<file path="src/logic/uart_cfg.svh">
`ifndef UART_CFG_SVH
`define UART_CFG_SVH

// data bits carried in one frame
`define UART_DATA_BITS 8

// parity sense, 0 gives even parity and 1 gives odd parity
`define UART_PARITY_ODD 0

// tx_clk cycles spent on every bit of the frame
`define UART_CLKS_PER_BIT 8

// flops in front of the receiver for the asynchronous line
`define UART_SYNC_STAGES 3

// start + data + parity + stop
`define UART_FRAME_BITS (1 + `UART_DATA_BITS + 1 + 1)

`endif

</file>
<file path="src/logic/uart_pkg.sv">
`include "uart_cfg.svh"

package uart_pkg;

	typedef logic [`UART_DATA_BITS-1:0] data_t; // one data word

	// index of a bit inside the frame, 0 is the start bit
	typedef logic [$clog2(`UART_FRAME_BITS + 1)-1:0] bit_cnt_t;

	// cycle position inside one bit period
	typedef logic [$clog2(`UART_CLKS_PER_BIT + 1)-1:0] clk_cnt_t;

	typedef enum logic {
		TX_IDLE, // line held high, waiting for enable
		TX_SEND  // shifting the frame out
	} tx_state_e;

	typedef enum logic [2:0] {
		RX_IDLE,   // watching for a falling edge
		RX_START,  // counting to the middle of the start bit
		RX_DATA,   // sampling data bits
		RX_PARITY, // sampling the parity bit
		RX_STOP    // sampling the stop bit
	} rx_state_e;

	typedef struct packed {
		data_t data;  // last received word
		logic  valid; // one-cycle pulse per frame
		logic  error; // parity mismatch or stop bit low
	} rx_result_t;

endpackage

</file>
<file path="src/logic/uart_tx.sv">
`timescale 1ns/100ps
`include "uart_cfg.svh"

module uart_tx (
	input  logic            tx_clk,
	input  logic            reset_tx,
	input  logic            i_enable,
	input  uart_pkg::data_t i_data,
	output logic            o_busy,
	output logic            o_serial
);
	import uart_pkg::*;

	localparam int FRAME_W = `UART_FRAME_BITS;

	localparam clk_cnt_t CLK_LAST = clk_cnt_t'(`UART_CLKS_PER_BIT - 1); // last cycle of a bit
	localparam bit_cnt_t BIT_LAST = bit_cnt_t'(`UART_FRAME_BITS - 1);   // stop bit index

	tx_state_e          state_q;   // transmitter FSM
	logic [FRAME_W-1:0] frame_q;   // frame shift register, bit 0 is on the line
	clk_cnt_t           clk_cnt_q; // cycles spent in the current bit
	bit_cnt_t           bit_cnt_q; // bit being sent

	logic               parity;    // parity of the incoming word
	logic               accept;    // enable taken this cycle
	logic               bit_end;   // last cycle of the current bit
	logic               frame_end; // last cycle of the stop bit

	// xor of the data gives even parity, flip it for odd
	assign parity = (^i_data) ^ (`UART_PARITY_ODD != 0);

	assign accept    = i_enable && (state_q == TX_IDLE); // enable during busy is dropped
	assign bit_end   = (clk_cnt_q == CLK_LAST);
	assign frame_end = bit_end && (bit_cnt_q == BIT_LAST);

	always_ff @(posedge tx_clk) begin
		if (reset_tx) begin
			state_q   <= TX_IDLE;
			frame_q   <= '1;              // idle line is high
			clk_cnt_q <= '0;
			bit_cnt_q <= '0;
		end else begin
			case (state_q)
				TX_IDLE: begin
					if (accept) begin
						// stop, parity, data lsb first, start
						frame_q   <= {1'b1, parity, i_data, 1'b0};
						clk_cnt_q <= '0;
						bit_cnt_q <= '0;
						state_q   <= TX_SEND; // start bit goes out next cycle
					end
				end

				TX_SEND: begin
					if (bit_end) begin
						clk_cnt_q <= '0;
						frame_q   <= {1'b1, frame_q[FRAME_W-1:1]}; // back-fill with idle level
						bit_cnt_q <= bit_cnt_q + 1'b1;
					end else begin
						clk_cnt_q <= clk_cnt_q + 1'b1;
					end
					if (frame_end) begin
						state_q <= TX_IDLE; // busy drops, next enable may follow at once
					end
				end

				default: begin
					state_q <= TX_IDLE;
				end
			endcase
		end
	end

	assign o_busy   = (state_q == TX_SEND); // high for FRAME_BITS * CLKS_PER_BIT cycles
	assign o_serial = frame_q[0];            // all ones once the stop bit has left

endmodule

</file>
<file path="src/logic/uart_rx.sv">
`timescale 1ns/100ps
`include "uart_cfg.svh"

module uart_rx (
	input  logic                 tx_clk,
	input  logic                 reset_tx,
	input  logic                 i_line,
	output uart_pkg::rx_result_t o_result
);
	import uart_pkg::*;

	localparam int SYNC_W = `UART_SYNC_STAGES;
	localparam int DATA_W = `UART_DATA_BITS;

	localparam clk_cnt_t CLK_HALF  = clk_cnt_t'(`UART_CLKS_PER_BIT / 2); // middle of a bit
	localparam clk_cnt_t CLK_LAST  = clk_cnt_t'(`UART_CLKS_PER_BIT - 1); // one period on
	localparam bit_cnt_t DATA_LAST = bit_cnt_t'(`UART_DATA_BITS - 1);

	logic [SYNC_W-1:0] sync_q;    // synchronizer chain, msb is the safe copy
	logic              line_s;    // synchronized line
	logic              prev_q;    // line_s one cycle back
	logic              fall;      // high to low seen after the synchronizer

	rx_state_e         state_q;   // receiver FSM
	clk_cnt_t          clk_cnt_q; // cycles since the last sample point
	bit_cnt_t          bit_cnt_q; // data bits taken so far
	logic              sample;    // sample point in data, parity and stop

	data_t             shift_q;   // data assembled lsb first
	logic              par_q;     // running xor of the data bits
	logic              par_err_q; // parity bit disagreed
	rx_result_t        result_q;  // registered result

	assign line_s = sync_q[SYNC_W-1];
	assign fall   = prev_q && !line_s;
	assign sample = (clk_cnt_q == CLK_LAST);

	// line comes from outside the clock domain when loopback is off
	always_ff @(posedge tx_clk) begin
		if (reset_tx) begin
			sync_q <= '1; // idle level, no false start after reset
			prev_q <= 1'b1;
		end else begin
			sync_q <= {sync_q[SYNC_W-2:0], i_line};
			prev_q <= line_s;
		end
	end

	always_ff @(posedge tx_clk) begin
		if (reset_tx) begin
			state_q   <= RX_IDLE;
			clk_cnt_q <= '0;
			bit_cnt_q <= '0;
			result_q  <= '0;
		end else begin
			result_q.valid <= 1'b0; // pulse only, data and error hold
			case (state_q)
				RX_IDLE: begin
					if (fall) begin
						clk_cnt_q <= clk_cnt_t'(1); // edge cycle counts as the first one
						state_q   <= RX_START;
					end
				end

				RX_START: begin
					if (clk_cnt_q == CLK_HALF) begin
						clk_cnt_q <= '0;
						bit_cnt_q <= '0;
						// glitch if the line is already back high
						state_q   <= line_s ? RX_IDLE : RX_DATA;
					end else begin
						clk_cnt_q <= clk_cnt_q + 1'b1;
					end
				end

				RX_DATA: begin
					if (sample) begin
						clk_cnt_q <= '0;
						bit_cnt_q <= bit_cnt_q + 1'b1;
						if (bit_cnt_q == DATA_LAST) begin
							state_q <= RX_PARITY;
						end
					end else begin
						clk_cnt_q <= clk_cnt_q + 1'b1;
					end
				end

				RX_PARITY: begin
					if (sample) begin
						clk_cnt_q <= '0;
						state_q   <= RX_STOP;
					end else begin
						clk_cnt_q <= clk_cnt_q + 1'b1;
					end
				end

				RX_STOP: begin
					if (sample) begin
						clk_cnt_q      <= '0;
						result_q.valid <= 1'b1;
						result_q.data  <= shift_q;
						result_q.error <= par_err_q || !line_s; // stop must be high
						// a low stop leaves prev_q low, no edge until the line idles
						state_q        <= RX_IDLE;
					end else begin
						clk_cnt_q <= clk_cnt_q + 1'b1;
					end
				end

				default: begin
					state_q <= RX_IDLE;
				end
			endcase
		end
	end

	// data path, only meaningful between start check and stop sample
	always_ff @(posedge tx_clk) begin
		if (state_q == RX_START) begin
			par_q <= 1'b0; // fresh parity per frame
		end
		if ((state_q == RX_DATA) && sample) begin
			shift_q <= {line_s, shift_q[DATA_W-1:1]}; // lsb arrives first
			par_q   <= par_q ^ line_s;
		end
		if ((state_q == RX_PARITY) && sample) begin
			par_err_q <= par_q ^ line_s ^ (`UART_PARITY_ODD != 0);
		end
	end

	assign o_result = result_q;

endmodule

</file>
<file path="src/logic/uart_loopback.sv">
`timescale 1ns/100ps
`include "uart_cfg.svh"

module uart_loopback (
	input  logic                 tx_clk,
	input  logic                 reset_tx,
	input  logic                 i_enable,
	input  uart_pkg::data_t      i_data,
	input  logic                 i_loopback, // level, 1 feeds the tx line back to rx
	input  logic                 i_serial,   // external line, idles high
	output logic                 o_busy,
	output logic                 o_serial,
	output uart_pkg::rx_result_t o_rx
);

	logic tx_line; // transmitter output
	logic rx_line; // what the receiver listens to

	uart_tx tx_i (
		.tx_clk   (tx_clk),
		.reset_tx (reset_tx),
		.i_enable (i_enable),
		.i_data   (i_data),
		.o_busy   (o_busy),
		.o_serial (tx_line)
	);

	// own line in loopback, outside line otherwise
	assign rx_line  = i_loopback ? tx_line : i_serial;
	assign o_serial = tx_line;

	uart_rx rx_i (
		.tx_clk   (tx_clk),
		.reset_tx (reset_tx),
		.i_line   (rx_line),  // synchronized inside the receiver
		.o_result (o_rx)
	);

endmodule

</file>
<file path="config.mk">
export PLATFORM = sky130hd
export DESIGN_NAME = uart_loopback
export DESIGN_NICKNAME = d
export VERILOG_FILES = /design/src/logic/uart_pkg.sv /design/src/logic/uart_tx.sv /design/src/logic/uart_rx.sv /design/src/logic/uart_loopback.sv
export VERILOG_INCLUDE_DIRS = /design/src /design/src/logic
export SDC_FILE = /design/constraint.sdc
export NUM_CORES = 1
export LEC_CHECK = 0
export ABC_AREA = 1
export BUFFER_PORTS_ARGS = -buffer_cell sky130_fd_sc_hd__buf_2
export CAP_MARGIN = 15
export CORE_AREA = 4 4 56 96
export CTS_CLUSTER_DIAMETER = 120
export DETAILED_ROUTE_END_ITERATION = 10
export DIE_AREA = 0 0 60 100
export GPL_TIMING_DRIVEN = 0
export PLACE_DENSITY = 0.87
export RECOVER_POWER = 50
export SLEW_MARGIN = 20
export SYNTH_ARGS = -nofsm -noshare
export SYNTH_HDL_FRONTEND = slang
export SYNTH_SLANG_ARGS = --single-unit
</file>
<file path="constraint.sdc">
create_clock -name tx_clk -period 1.5 [get_ports tx_clk]
set_input_delay 0.3 -clock tx_clk [delete_from_list [all_inputs] [get_ports tx_clk]]
set_output_delay 0.3 -clock tx_clk [all_outputs]
set_load 0.05 [all_outputs]
</file>
==> impl_metrics.tcl, run 1 <==
set metrics [dict create \
    io_buffer_count 23 \
    crit_slowest_cell "dfxtp_2" \
    clock_sinks 54 \
    report.final.setup_viol 0 \
    drt_iter0_markers 89 \
    gp_congestion 0.871 \
    start_util 0.561 \
    dieArea_um2 6000 \
    hold_path.class "input port to flop" \
    layout_min_cycle_time_ps 1420 \
    path_cells "ha_1 -> nand2_1 -> nor2_4 -> nand2_1 -> nor4_1 -> nor3_1" \
    regArea_um2 1180 \
    synthToLayoutAreaGrowth_pct 12.3 \
    whs_ps 182 \
    hold_viol_final 0 \
    cts-root-buf "clkbuf_8" \
    antenna_cells 0 \
    chipHeight_um 100 \
    synth_cell_types 35 \
    fill_cells 414 \
    relSlewSlack 0.616 \
    cp_common_cell "nand2_1" \
    grt_remaining_overflow 0 \
    finalWirelength_um 5350 \
    crit_path_max_incr_delay_ps 370 \
    cp_max_fo 4 \
    placementRows 33 \
    drc 0 \
    rsz0062_at_grt "no" \
    nets 390 \
    yosys_warnings 0 \
    power.total_mw 3.19 \
    fmax_mhz 702 \
    track_usage 0.204 \
    numCtsBuffers 5 \
    multi_input_area_um2 1210 \
    mostFrequentLayoutCell "nand2_1" \
    clk_pin_slew_ps 100 \
    syn_area_per_cell_um2 7.65 \
    avgViaCountPerCell 5.21 \
    post-route-period-util 0.950 \
    syn_inst 339 \
    antenna_left 0 \
    ys_ff_latch 54 \
    cts_tree "yes" \
    worst_slew_pin_slew_ps 575 \
    grt_max_degree 20 \
    layout_common_cells "91 x nand2_1, 47 x nor2_1, 41 x dfxtp_1" \
    htree_num_levels 2 \
    clk_latency_ps 310 \
    cts_buffer_depth 2 \
    routed-via-count 2208 \
    cap_violations 0 \
    ios 25 \
    synth_fp_nets 358 \
    start_kind "flop" \
    core-area_um2 4620 \
    leakage_nw 1.36 \
    antenna_found_initial 0 \
    fin_skew_ps 14.5 \
    holdBufCountCts 0 \
    ys_seq_area_frac 0.456 \
    grt_pass1_wl_um 9460 \
    cp-end-kind "flop" \
    critPathArrivalTime_ps 1610 \
    min_from "i_loopback" \
    dr.pass1.iters 4 \
    ir_drop_mv 1.11 \
    dp_hpwl_um 3980 \
    die_w_um 60 \
    outcome "finished clean" \
    critPathRequiredTime_ps 1680 \
    rr_startpoint "tx_i.clk_cnt_q[0]" \
    syn_area_um2 2590 \
    startpoint "tx_i.clk_cnt_q[0]" \
    avgRoutedWirePerCell_um 12.6 \
    worstSetupPathType "flop to flop" \
    drive_gt1_frac 0.196 \
    grt_pass1_vias 2187 \
    power.density_nw_per_um2 1100 \
    utilization 0.629 \
    drv_slew 0 \
]
[routing by layer]
metal,track usage,share of wire,up-vias
met5,0,0,-
met4,0.0990,0.031,0
met3,0.0373,0.043,14
met2,0.359,0.54,61
met1,0.224,0.38,986
li1,-,-,1147
[final cells by class]
cell class / instances / area share
multi-input combinational: 239 / 0.417
sequential: 54 / 0.407
timing repair buffer: 25 / 0.0533
inverter: 38 / 0.0499
clock buffer: 5 / 0.0236
tap: 52 / 0.0224
buffer: 8 / 0.0172
clock inverter: 3 / 0.00903
[power breakdown]
part           internal [mW]  switching (mW)  total (mW)  leakage (nW)
clock network          0.344           0.501       0.846        0.0491
registers               1.55          0.0804        1.63         0.450
logic                  0.258           0.457       0.715         0.861
total                   2.16            1.04        3.19          1.36
[worst max-delay path: cells and delay by family, from the launching register on]
kind	cells	cell delay, ps
fa+ha+maj	1	160
simple gates	5	780
flops	1	370
[synth_stat cells]
library cell | number | area [um^2]
ha_1 | 6 | 75.1
clkbuf_1 | 1 | 3.75
o21ai_1 | 1 | 5.00
buf_2 | 2 | 10.0
o21ai_4 | 1 | 16.3
nand3_1 | 11 | 55.1
o21ai_0 | 22 | 110
nand2_4 | 2 | 22.5
nor2_8 | 1 | 20.0
nand2_2 | 2 | 12.5
or2_2 | 5 | 31.3
nor2_1 | 47 | 176
nor3_1 | 1 | 5.00
a21oi_1 | 17 | 85.1
nand4_1 | 1 | 6.26
nand2_1 | 91 | 342
a211oi_1 | 1 | 7.51
buf_4 | 3 | 22.5
a21oi_2 | 1 | 8.76
nor2_4 | 2 | 22.5
nor4_1 | 1 | 6.26
buf_6 | 1 | 11.3
o211ai_1 | 8 | 60.1
o21ai_2 | 1 | 8.76
inv_1 | 32 | 120
nand3_2 | 3 | 30.0
nor2_2 | 7 | 43.8
dfxtp_1 | 44 | 881
buf_1 | 1 | 3.75
inv_2 | 5 | 18.8
inv_4 | 1 | 6.26
edfxtp_1 | 10 | 300
a211oi_2 | 1 | 12.5
xnor2_1 | 2 | 17.5
xor2_1 | 4 | 35.0
[worst paths after layout]
kind | slack (ps) | end | depth (start not counted)
setup / recovery | 80 | tx_i.o_busy | 6
hold / removal | 180 | rx_i.sync_q[0] | 2
hold reg to reg | 410 | rx_i.sync_q[2] | 1
setup reg to reg | 80 | tx_i.o_busy | 6
[registers in the layout, indices dropped and copies added (netlist names), 3 cells and up]
name / cells
rx_i.bit_cnt_q: 4
rx_i.clk_cnt_q: 4
rx_i.o_result: 10
rx_i.shift_q: 8
rx_i.state_q: 3
rx_i.sync_q: 3
tx_i.bit_cnt_q: 4
tx_i.clk_cnt_q: 4
tx_i.frame_q: 10
[through the flow]
step,setup slack (ps),area (um^2),cells,TNS [ps]
after floorplan,148,2590,339,0
after global placement,40.2,2770,414,0
after detailed placement,-79.2,2770,414,-107
after CTS,0.574,2910,424,0
after global routing,3.90,2910,424,0
final,75.6,2910,424,0
[timing repair]
item | CTS | global route
endpoints found under the setup margin | 6 | 23
gates resized for setup | 0 | 3
pin swaps | 2 | 2
hold endpoints to repair | 0 | 0
setup buffers | 2 | 0
[cell families after synthesis]
kind of cell / share of synthesized area
and+or+nand+nor: 0.298
buffers and inverters: 0.0758
AOI/OAI and AO/OA: 0.121
xor gates and xnor gates: 0.0203
DFF: 0.456
adders and majority gates: 0.0290
(Power assumes the default switching activity.)
==> inputs of run 2 (changes only) <==
--- a/config.mk
+++ b/config.mk
@@ -7,12 +7,12 @@
 export NUM_CORES = 1
 export LEC_CHECK = 0
 export ABC_AREA = 1
-export BUFFER_PORTS_ARGS = -buffer_cell sky130_fd_sc_hd__buf_2
 export CAP_MARGIN = 15
-export CORE_AREA = 4 4 56 96
+export CORE_AREA = 4 4 54 93
 export CTS_CLUSTER_DIAMETER = 120
 export DETAILED_ROUTE_END_ITERATION = 10
-export DIE_AREA = 0 0 60 100
+export DIE_AREA = 0 0 58 97
+export DONT_BUFFER_PORTS = 1
 export GPL_TIMING_DRIVEN = 0
 export PLACE_DENSITY = 0.87
 export RECOVER_POWER = 50
==> run 2 against run 1 <==
Effect of this change: critical path type unchanged; via count shrank 2.9%; worst hold slack worse by 92 ps; die area shrank 6.2%; highest routed layer unchanged; count of clock-buffer cells in the layout stayed put; largest cell class unchanged.
==> impl_metrics.tcl, run 2 (same netlist as run 1, synthesis figures left out) <==
set metrics [dict create \
    whs_ps 90.0 \
    synthToLayoutAreaGrowth_pct 8.64 \
    holdBufCountCts 0 \
    grt_pass1_wl_um 9110 \
    clk_pin_slew_ps 100 \
    critPathArrivalTime_ps 1670 \
    report.final.setup_viol 0 \
    power.density_nw_per_um2 1140 \
    cp_max_fo 4 \
    antenna_found_initial 0 \
    grt_remaining_overflow 0 \
    worst_slew_pin_slew_ps 589 \
    relSlewSlack 0.608 \
    critPathRequiredTime_ps 1750 \
    cp-end-kind "flop" \
    mostFrequentLayoutCell "nand2_1" \
    cap_violations 0 \
    worstSetupPathType "flop to flop" \
    fin_skew_ps 6.70 \
    leakage_nw 1.28 \
    utilization 0.651 \
    chipHeight_um 97 \
    ir_drop_mv 1.14 \
    startpoint "tx_i.clk_cnt_q[1]" \
    power_frac_comb 0.215 \
    internal-power_mw 2.15 \
    min_from "i_loopback" \
    finalWirelength_um 5400 \
    grt_max_degree 20 \
    p_sw_frac 0.329 \
    core-area_um2 4320 \
    seq_power_share 0.515 \
    fmax_mhz 702 \
    htree_num_levels 2 \
    rsz0062_at_grt "yes" \
    die_w_um 58 \
    grt_pass1_vias 2170 \
    fill_cells 370 \
    postLayoutCellArea_um2 2820 \
    avgRoutedWirePerCell_um 13.4 \
    dieArea_um2 5630 \
    drt_iter0_markers 103 \
    cts-root-buf "clkbuf_8" \
    ios 25 \
    dp_hpwl_um 3920 \
    io_buffer_count 0 \
    dr.pass1.iters 4 \
    post-route-period-util 0.949 \
    placed_cell_area_um2 2660 \
    start_kind "flop" \
    hold_viol_final 0 \
    rr_startpoint "tx_i.clk_cnt_q[1]" \
    routed-via-count 2145 \
    layout_common_cells "91 x nand2_1, 45 x nor2_1, 40 x dfxtp_1" \
    track_usage 0.208 \
    cts_buffer_depth 2 \
    hold_path.class "input port to flop" \
    drive_gt1_frac 0.160 \
    start_util 0.600 \
    gp_congestion 0.814 \
    antenna_left 0 \
    placementRows 32 \
    layout_min_cycle_time_ps 1420 \
    p_sw_mw 1.05 \
    outcome "finished clean" \
    cts_tree "yes" \
    avgViaCountPerCell 5.34 \
    numCtsBuffers 5 \
    drc 0 \
    pwr-share-clk 0.270 \
    nets 369 \
    drv_slew 0 \
    antenna_cells 0 \
    clk_latency_ps 320 \
    clock_sinks 54 \
]
run 2: cell types whose count changed in the layout (fill, tap and decap cells not counted), moves of 2 or more:
cell,previous run,this run
clkbuf_2,12,0
buf_2,12,2
buf_6,1,3
clkbuf_1,3,1
inv_6,2,0
nor2_1,47,45
nor2_2,7,9
run 2: worst max-delay path: stages, from the launching register on:
cell	delay, ps
dfxtp_1	370
ha_1	160
nand2_1	100
nor2_4	170
nand2_1	110
or2_2	290
a21oi_1	160
run 2: metrics by stage:
step / std cells / total power [mW] / setup WS, ps / setup TNS [ps]
finish: 402 / 3.21 / 75.8 / 0
global route: 402 / 3.40 / -20.6 / -32.0
CTS: 401 / 3.21 / 28.1 / 0
detailed placement: 390 / 2.36 / -3.08 / -6.67
global placement: 390 / 2.33 / 2.81 / 0
floorplan: 339 / 2.22 / 148 / 0
run 2: path summary, 6_finish.rpt:
check / end / slack [ps] / cells past startpoint
max: tx_i.bit_cnt_q[1] / 80 / 6
min: rx_i.sync_q[0] / 90 / 1
max reg2reg: tx_i.bit_cnt_q[1] / 80 / 6
min reg2reg: rx_i.sync_q[1] / 430 / 1
run 2: final cells by class:
class	count	area, um^2	area share
Buffer	8	58.8	0.0209
Clock buffer	5	68.8	0.0244
Clock inverter	3	28.8	0.0102
Inverter	38	145	0.0515
Multi-Input combinational cell	239	1220	0.433
Sequential cell	54	1190	0.422
Tap cell	51	63.8	0.0227
Timing Repair Buffer	4	42.5	0.0151
run 2: timing repair:
action                                  4_1_cts  5_1_grt
buffers inserted                              3        1
gates resized for setup                       2        6
cloned                                        0        0
pin swaps                                     2        1
endpoints found under the setup margin       13       11
run 2: power by group through the flow:
| stage | Combinational (mW) | Sequential [mW] | Clock [mW] |
|---|---|---|---|
| 4_1_cts | 0.681 | 1.65 | 0.882 |
| 3_5_place_dp | 0.678 | 1.68 | 0 |
| 6_report | 0.689 | 1.65 | 0.866 |
| 3_3_place_gp | 0.650 | 1.68 | 0 |
| 5_1_grt | 0.779 | 1.66 | 0.959 |
| 2_1_floorplan | 0.560 | 1.66 | 0 |
run 2: routing by layer:
layer  vias up  wire length, um  global-route usage  part of all wire
li1       1097                -                   -                 -
met1       981             2000               0.213              0.37
met2        53             2990               0.373              0.55
met3        14              235              0.0454             0.044
met4         0              168               0.116             0.031
met5         -                0                   0                 0
==> inputs of run 3 (changes only) <==
--- a/config.mk
+++ b/config.mk
@@ -8,13 +8,14 @@
 export LEC_CHECK = 0
 export ABC_AREA = 1
 export CAP_MARGIN = 15
-export CORE_AREA = 4 4 54 93
+export CORE_AREA = 4 4 53 91
+export CTS_BUF_LIST = sky130_fd_sc_hd__clkbuf_2 sky130_fd_sc_hd__clkbuf_4 sky130_fd_sc_hd__clkbuf_8
 export CTS_CLUSTER_DIAMETER = 120
 export DETAILED_ROUTE_END_ITERATION = 10
-export DIE_AREA = 0 0 58 97
+export DIE_AREA = 0 0 57 95
 export DONT_BUFFER_PORTS = 1
 export GPL_TIMING_DRIVEN = 0
-export PLACE_DENSITY = 0.87
+export PLACE_DENSITY = 0.9
 export RECOVER_POWER = 50
 export SLEW_MARGIN = 20
 export SYNTH_ARGS = -nofsm -noshare
==> run 3 against run 2 <==
Effect of this change: flip-flop and latch count is the same; clock skew grew 1.2 ps; cell count is the same; non-clock buffer count grew 2; die area shrank 3.8%; register-to-register slack is essentially flat; power shrank 0.33%; clock power shrank 1%.
==> impl_metrics.tcl, run 3 (same netlist as run 1, synthesis figures left out) <==
set metrics [dict create \
    avgViaCountPerCell 5.38 \
    die_w_um 57 \
    start_kind "flop" \
    clock_sinks 54 \
    track_usage 0.217 \
    relSlewSlack 0.640 \
    reg2reg_slack_ps 80 \
    layout_common_cells "90 x nand2_1, 46 x nor2_1, 38 x dfxtp_1" \
    dr.pass1.iters 4 \
    min_from "i_loopback" \
    grt_pass1_vias 2199 \
    critPathRequiredTime_ps 1710 \
    nets 371 \
    ir_drop_mv 0.735 \
    reg2reg_to "rx_i.bit_cnt_q[3]" \
    power.density_nw_per_um2 1130 \
    antenna_cells 0 \
    report.final.setup_viol 0 \
    cts-root-buf "clkbuf_8" \
    drt_iter0_markers 93 \
    post-route-period-util 0.948 \
    mostFrequentLayoutCell "nand2_1" \
    grt_pass1_wl_um 9240 \
    io_buffer_count 0 \
    placementRows 31 \
    start_util 0.631 \
    critPathArrivalTime_ps 1630 \
    htree_num_levels 2 \
    placed_cell_area_um2 2660 \
    clk_latency_ps 310 \
    fin_skew_ps 7.90 \
    antenna_left 0 \
    numCtsBuffers 5 \
    rsz0062_at_grt "yes" \
    hold_end "rx_i.sync_q[0]" \
    cp_max_fo 11 \
    postLayoutCellArea_um2 2830 \
    antenna_found_initial 0 \
    finalWirelength_um 5350 \
    grt_max_degree 20 \
    avgRoutedWirePerCell_um 13.3 \
    hold_depth 1 \
    cp-end-kind "flop" \
    drv_slew 0 \
    holdBufCountCts 0 \
    synthToLayoutAreaGrowth_pct 9.17 \
    cts_buffer_depth 2 \
    layout_min_cycle_time_ps 1420 \
    gp_congestion 0.814 \
    routed-via-count 2162 \
    clk_pin_slew_ps 100 \
    worstSetupPathType "flop to flop" \
    chipHeight_um 95 \
    reg2regPathDepth 9 \
    outcome "finished clean" \
    grt_remaining_overflow 0 \
    leakage_nw 1.28 \
    cts_tree "yes" \
    dieArea_um2 5420 \
    final.setup.tns_ps 0 \
    drc 0 \
    hold_viol_final 0 \
    hold_path.class "input port to flop" \
    worst_slew_pin_slew_ps 540 \
    ios 25 \
    rr_startpoint "rx_i.clk_cnt_q[1]" \
    fmax_mhz 703 \
    dp_hpwl_um 3950 \
    core-area_um2 4110 \
    drive_gt1_frac 0.173 \
    cap_violations 0 \
]
-- run 3: what timing repair did --
action | CTS | global route
setup buffers | 4 | 2
gates resized for setup | 1 | 10
pin swaps | 2 | 3
endpoints found under the hold margin | 0 | 0
endpoints found under the setup margin | 11 | 17
-- run 3: final cells by class --
| class | count | area, um^2 |
|---|---|---|
| Clock inverter | 3 | 28.8 |
| Timing Repair Buffer | 6 | 57.6 |
| Sequential cell | 54 | 1190 |
| Fill cell | 326 | 1280 |
| Inverter | 38 | 145 |
| Clock buffer | 5 | 68.8 |
| Tap cell | 49 | 61.3 |
| Buffer | 8 | 55.1 |
| Multi-Input combinational cell | 239 | 1220 |
-- run 3: power by group --
| part | switching (mW) | internal [mW] |
|---|---|---|
| clock network | 0.507 | 0.347 |
| registers | 0.0983 | 1.56 |
| logic | 0.441 | 0.247 |
-- run 3: routing by layer --
metal / track usage / routed length, um
met1: 0.219 / 2040
met5: 0 / 0
met4: 0.112 / 167
met2: 0.409 / 2950
met3: 0.0397 / 193
-- run 3: worst max-delay path, cell delays in order (launching register included) --
cell and delay, ps:
dfxtp_2 360, ha_2 180, nand2_1 70, inv_2 90
nand2_4 100, nor2_8 140, buf_12 150, nor2_2 50
o21ai_1 120, nor2_1 50
-- run 3: metrics by stage --
| step | instances | total power [mW] | hold WS [ps] | util | worst slack (ps) |
|---|---|---|---|---|---|
| after floorplan | 339 | 2.22 | 389 | - | 148 |
| after global placement | 388 | 2.33 | 392 | 0.646 | 16.8 |
| after detailed placement | 388 | 2.36 | 394 | 0.646 | -71.7 |
| after CTS | 400 | 3.20 | 82.2 | 0.680 | 13.4 |
| after global routing | 402 | 3.38 | 90.6 | 0.688 | -11.6 |
| final | 402 | 3.20 | 84.7 | 0.688 | 77.8 |
-- run 3: how the worst max path moves through the flow --
stage	cells after the start	start	slack (ps)	to
after floorplan	7	tx_i.o_busy	150	tx_i.frame_q[9]
after global placement	7	tx_i.o_busy	20	tx_i.frame_q[9]
after detailed placement	8	rx_i.clk_cnt_q[1]	-70	rx_i.bit_cnt_q[2]
after CTS	8	rx_i.clk_cnt_q[1]	10	rx_i.bit_cnt_q[2]
after global routing	9	rx_i.clk_cnt_q[1]	-10	rx_i.bit_cnt_q[3]
final	9	rx_i.clk_cnt_q[1]	80	rx_i.bit_cnt_q[3]
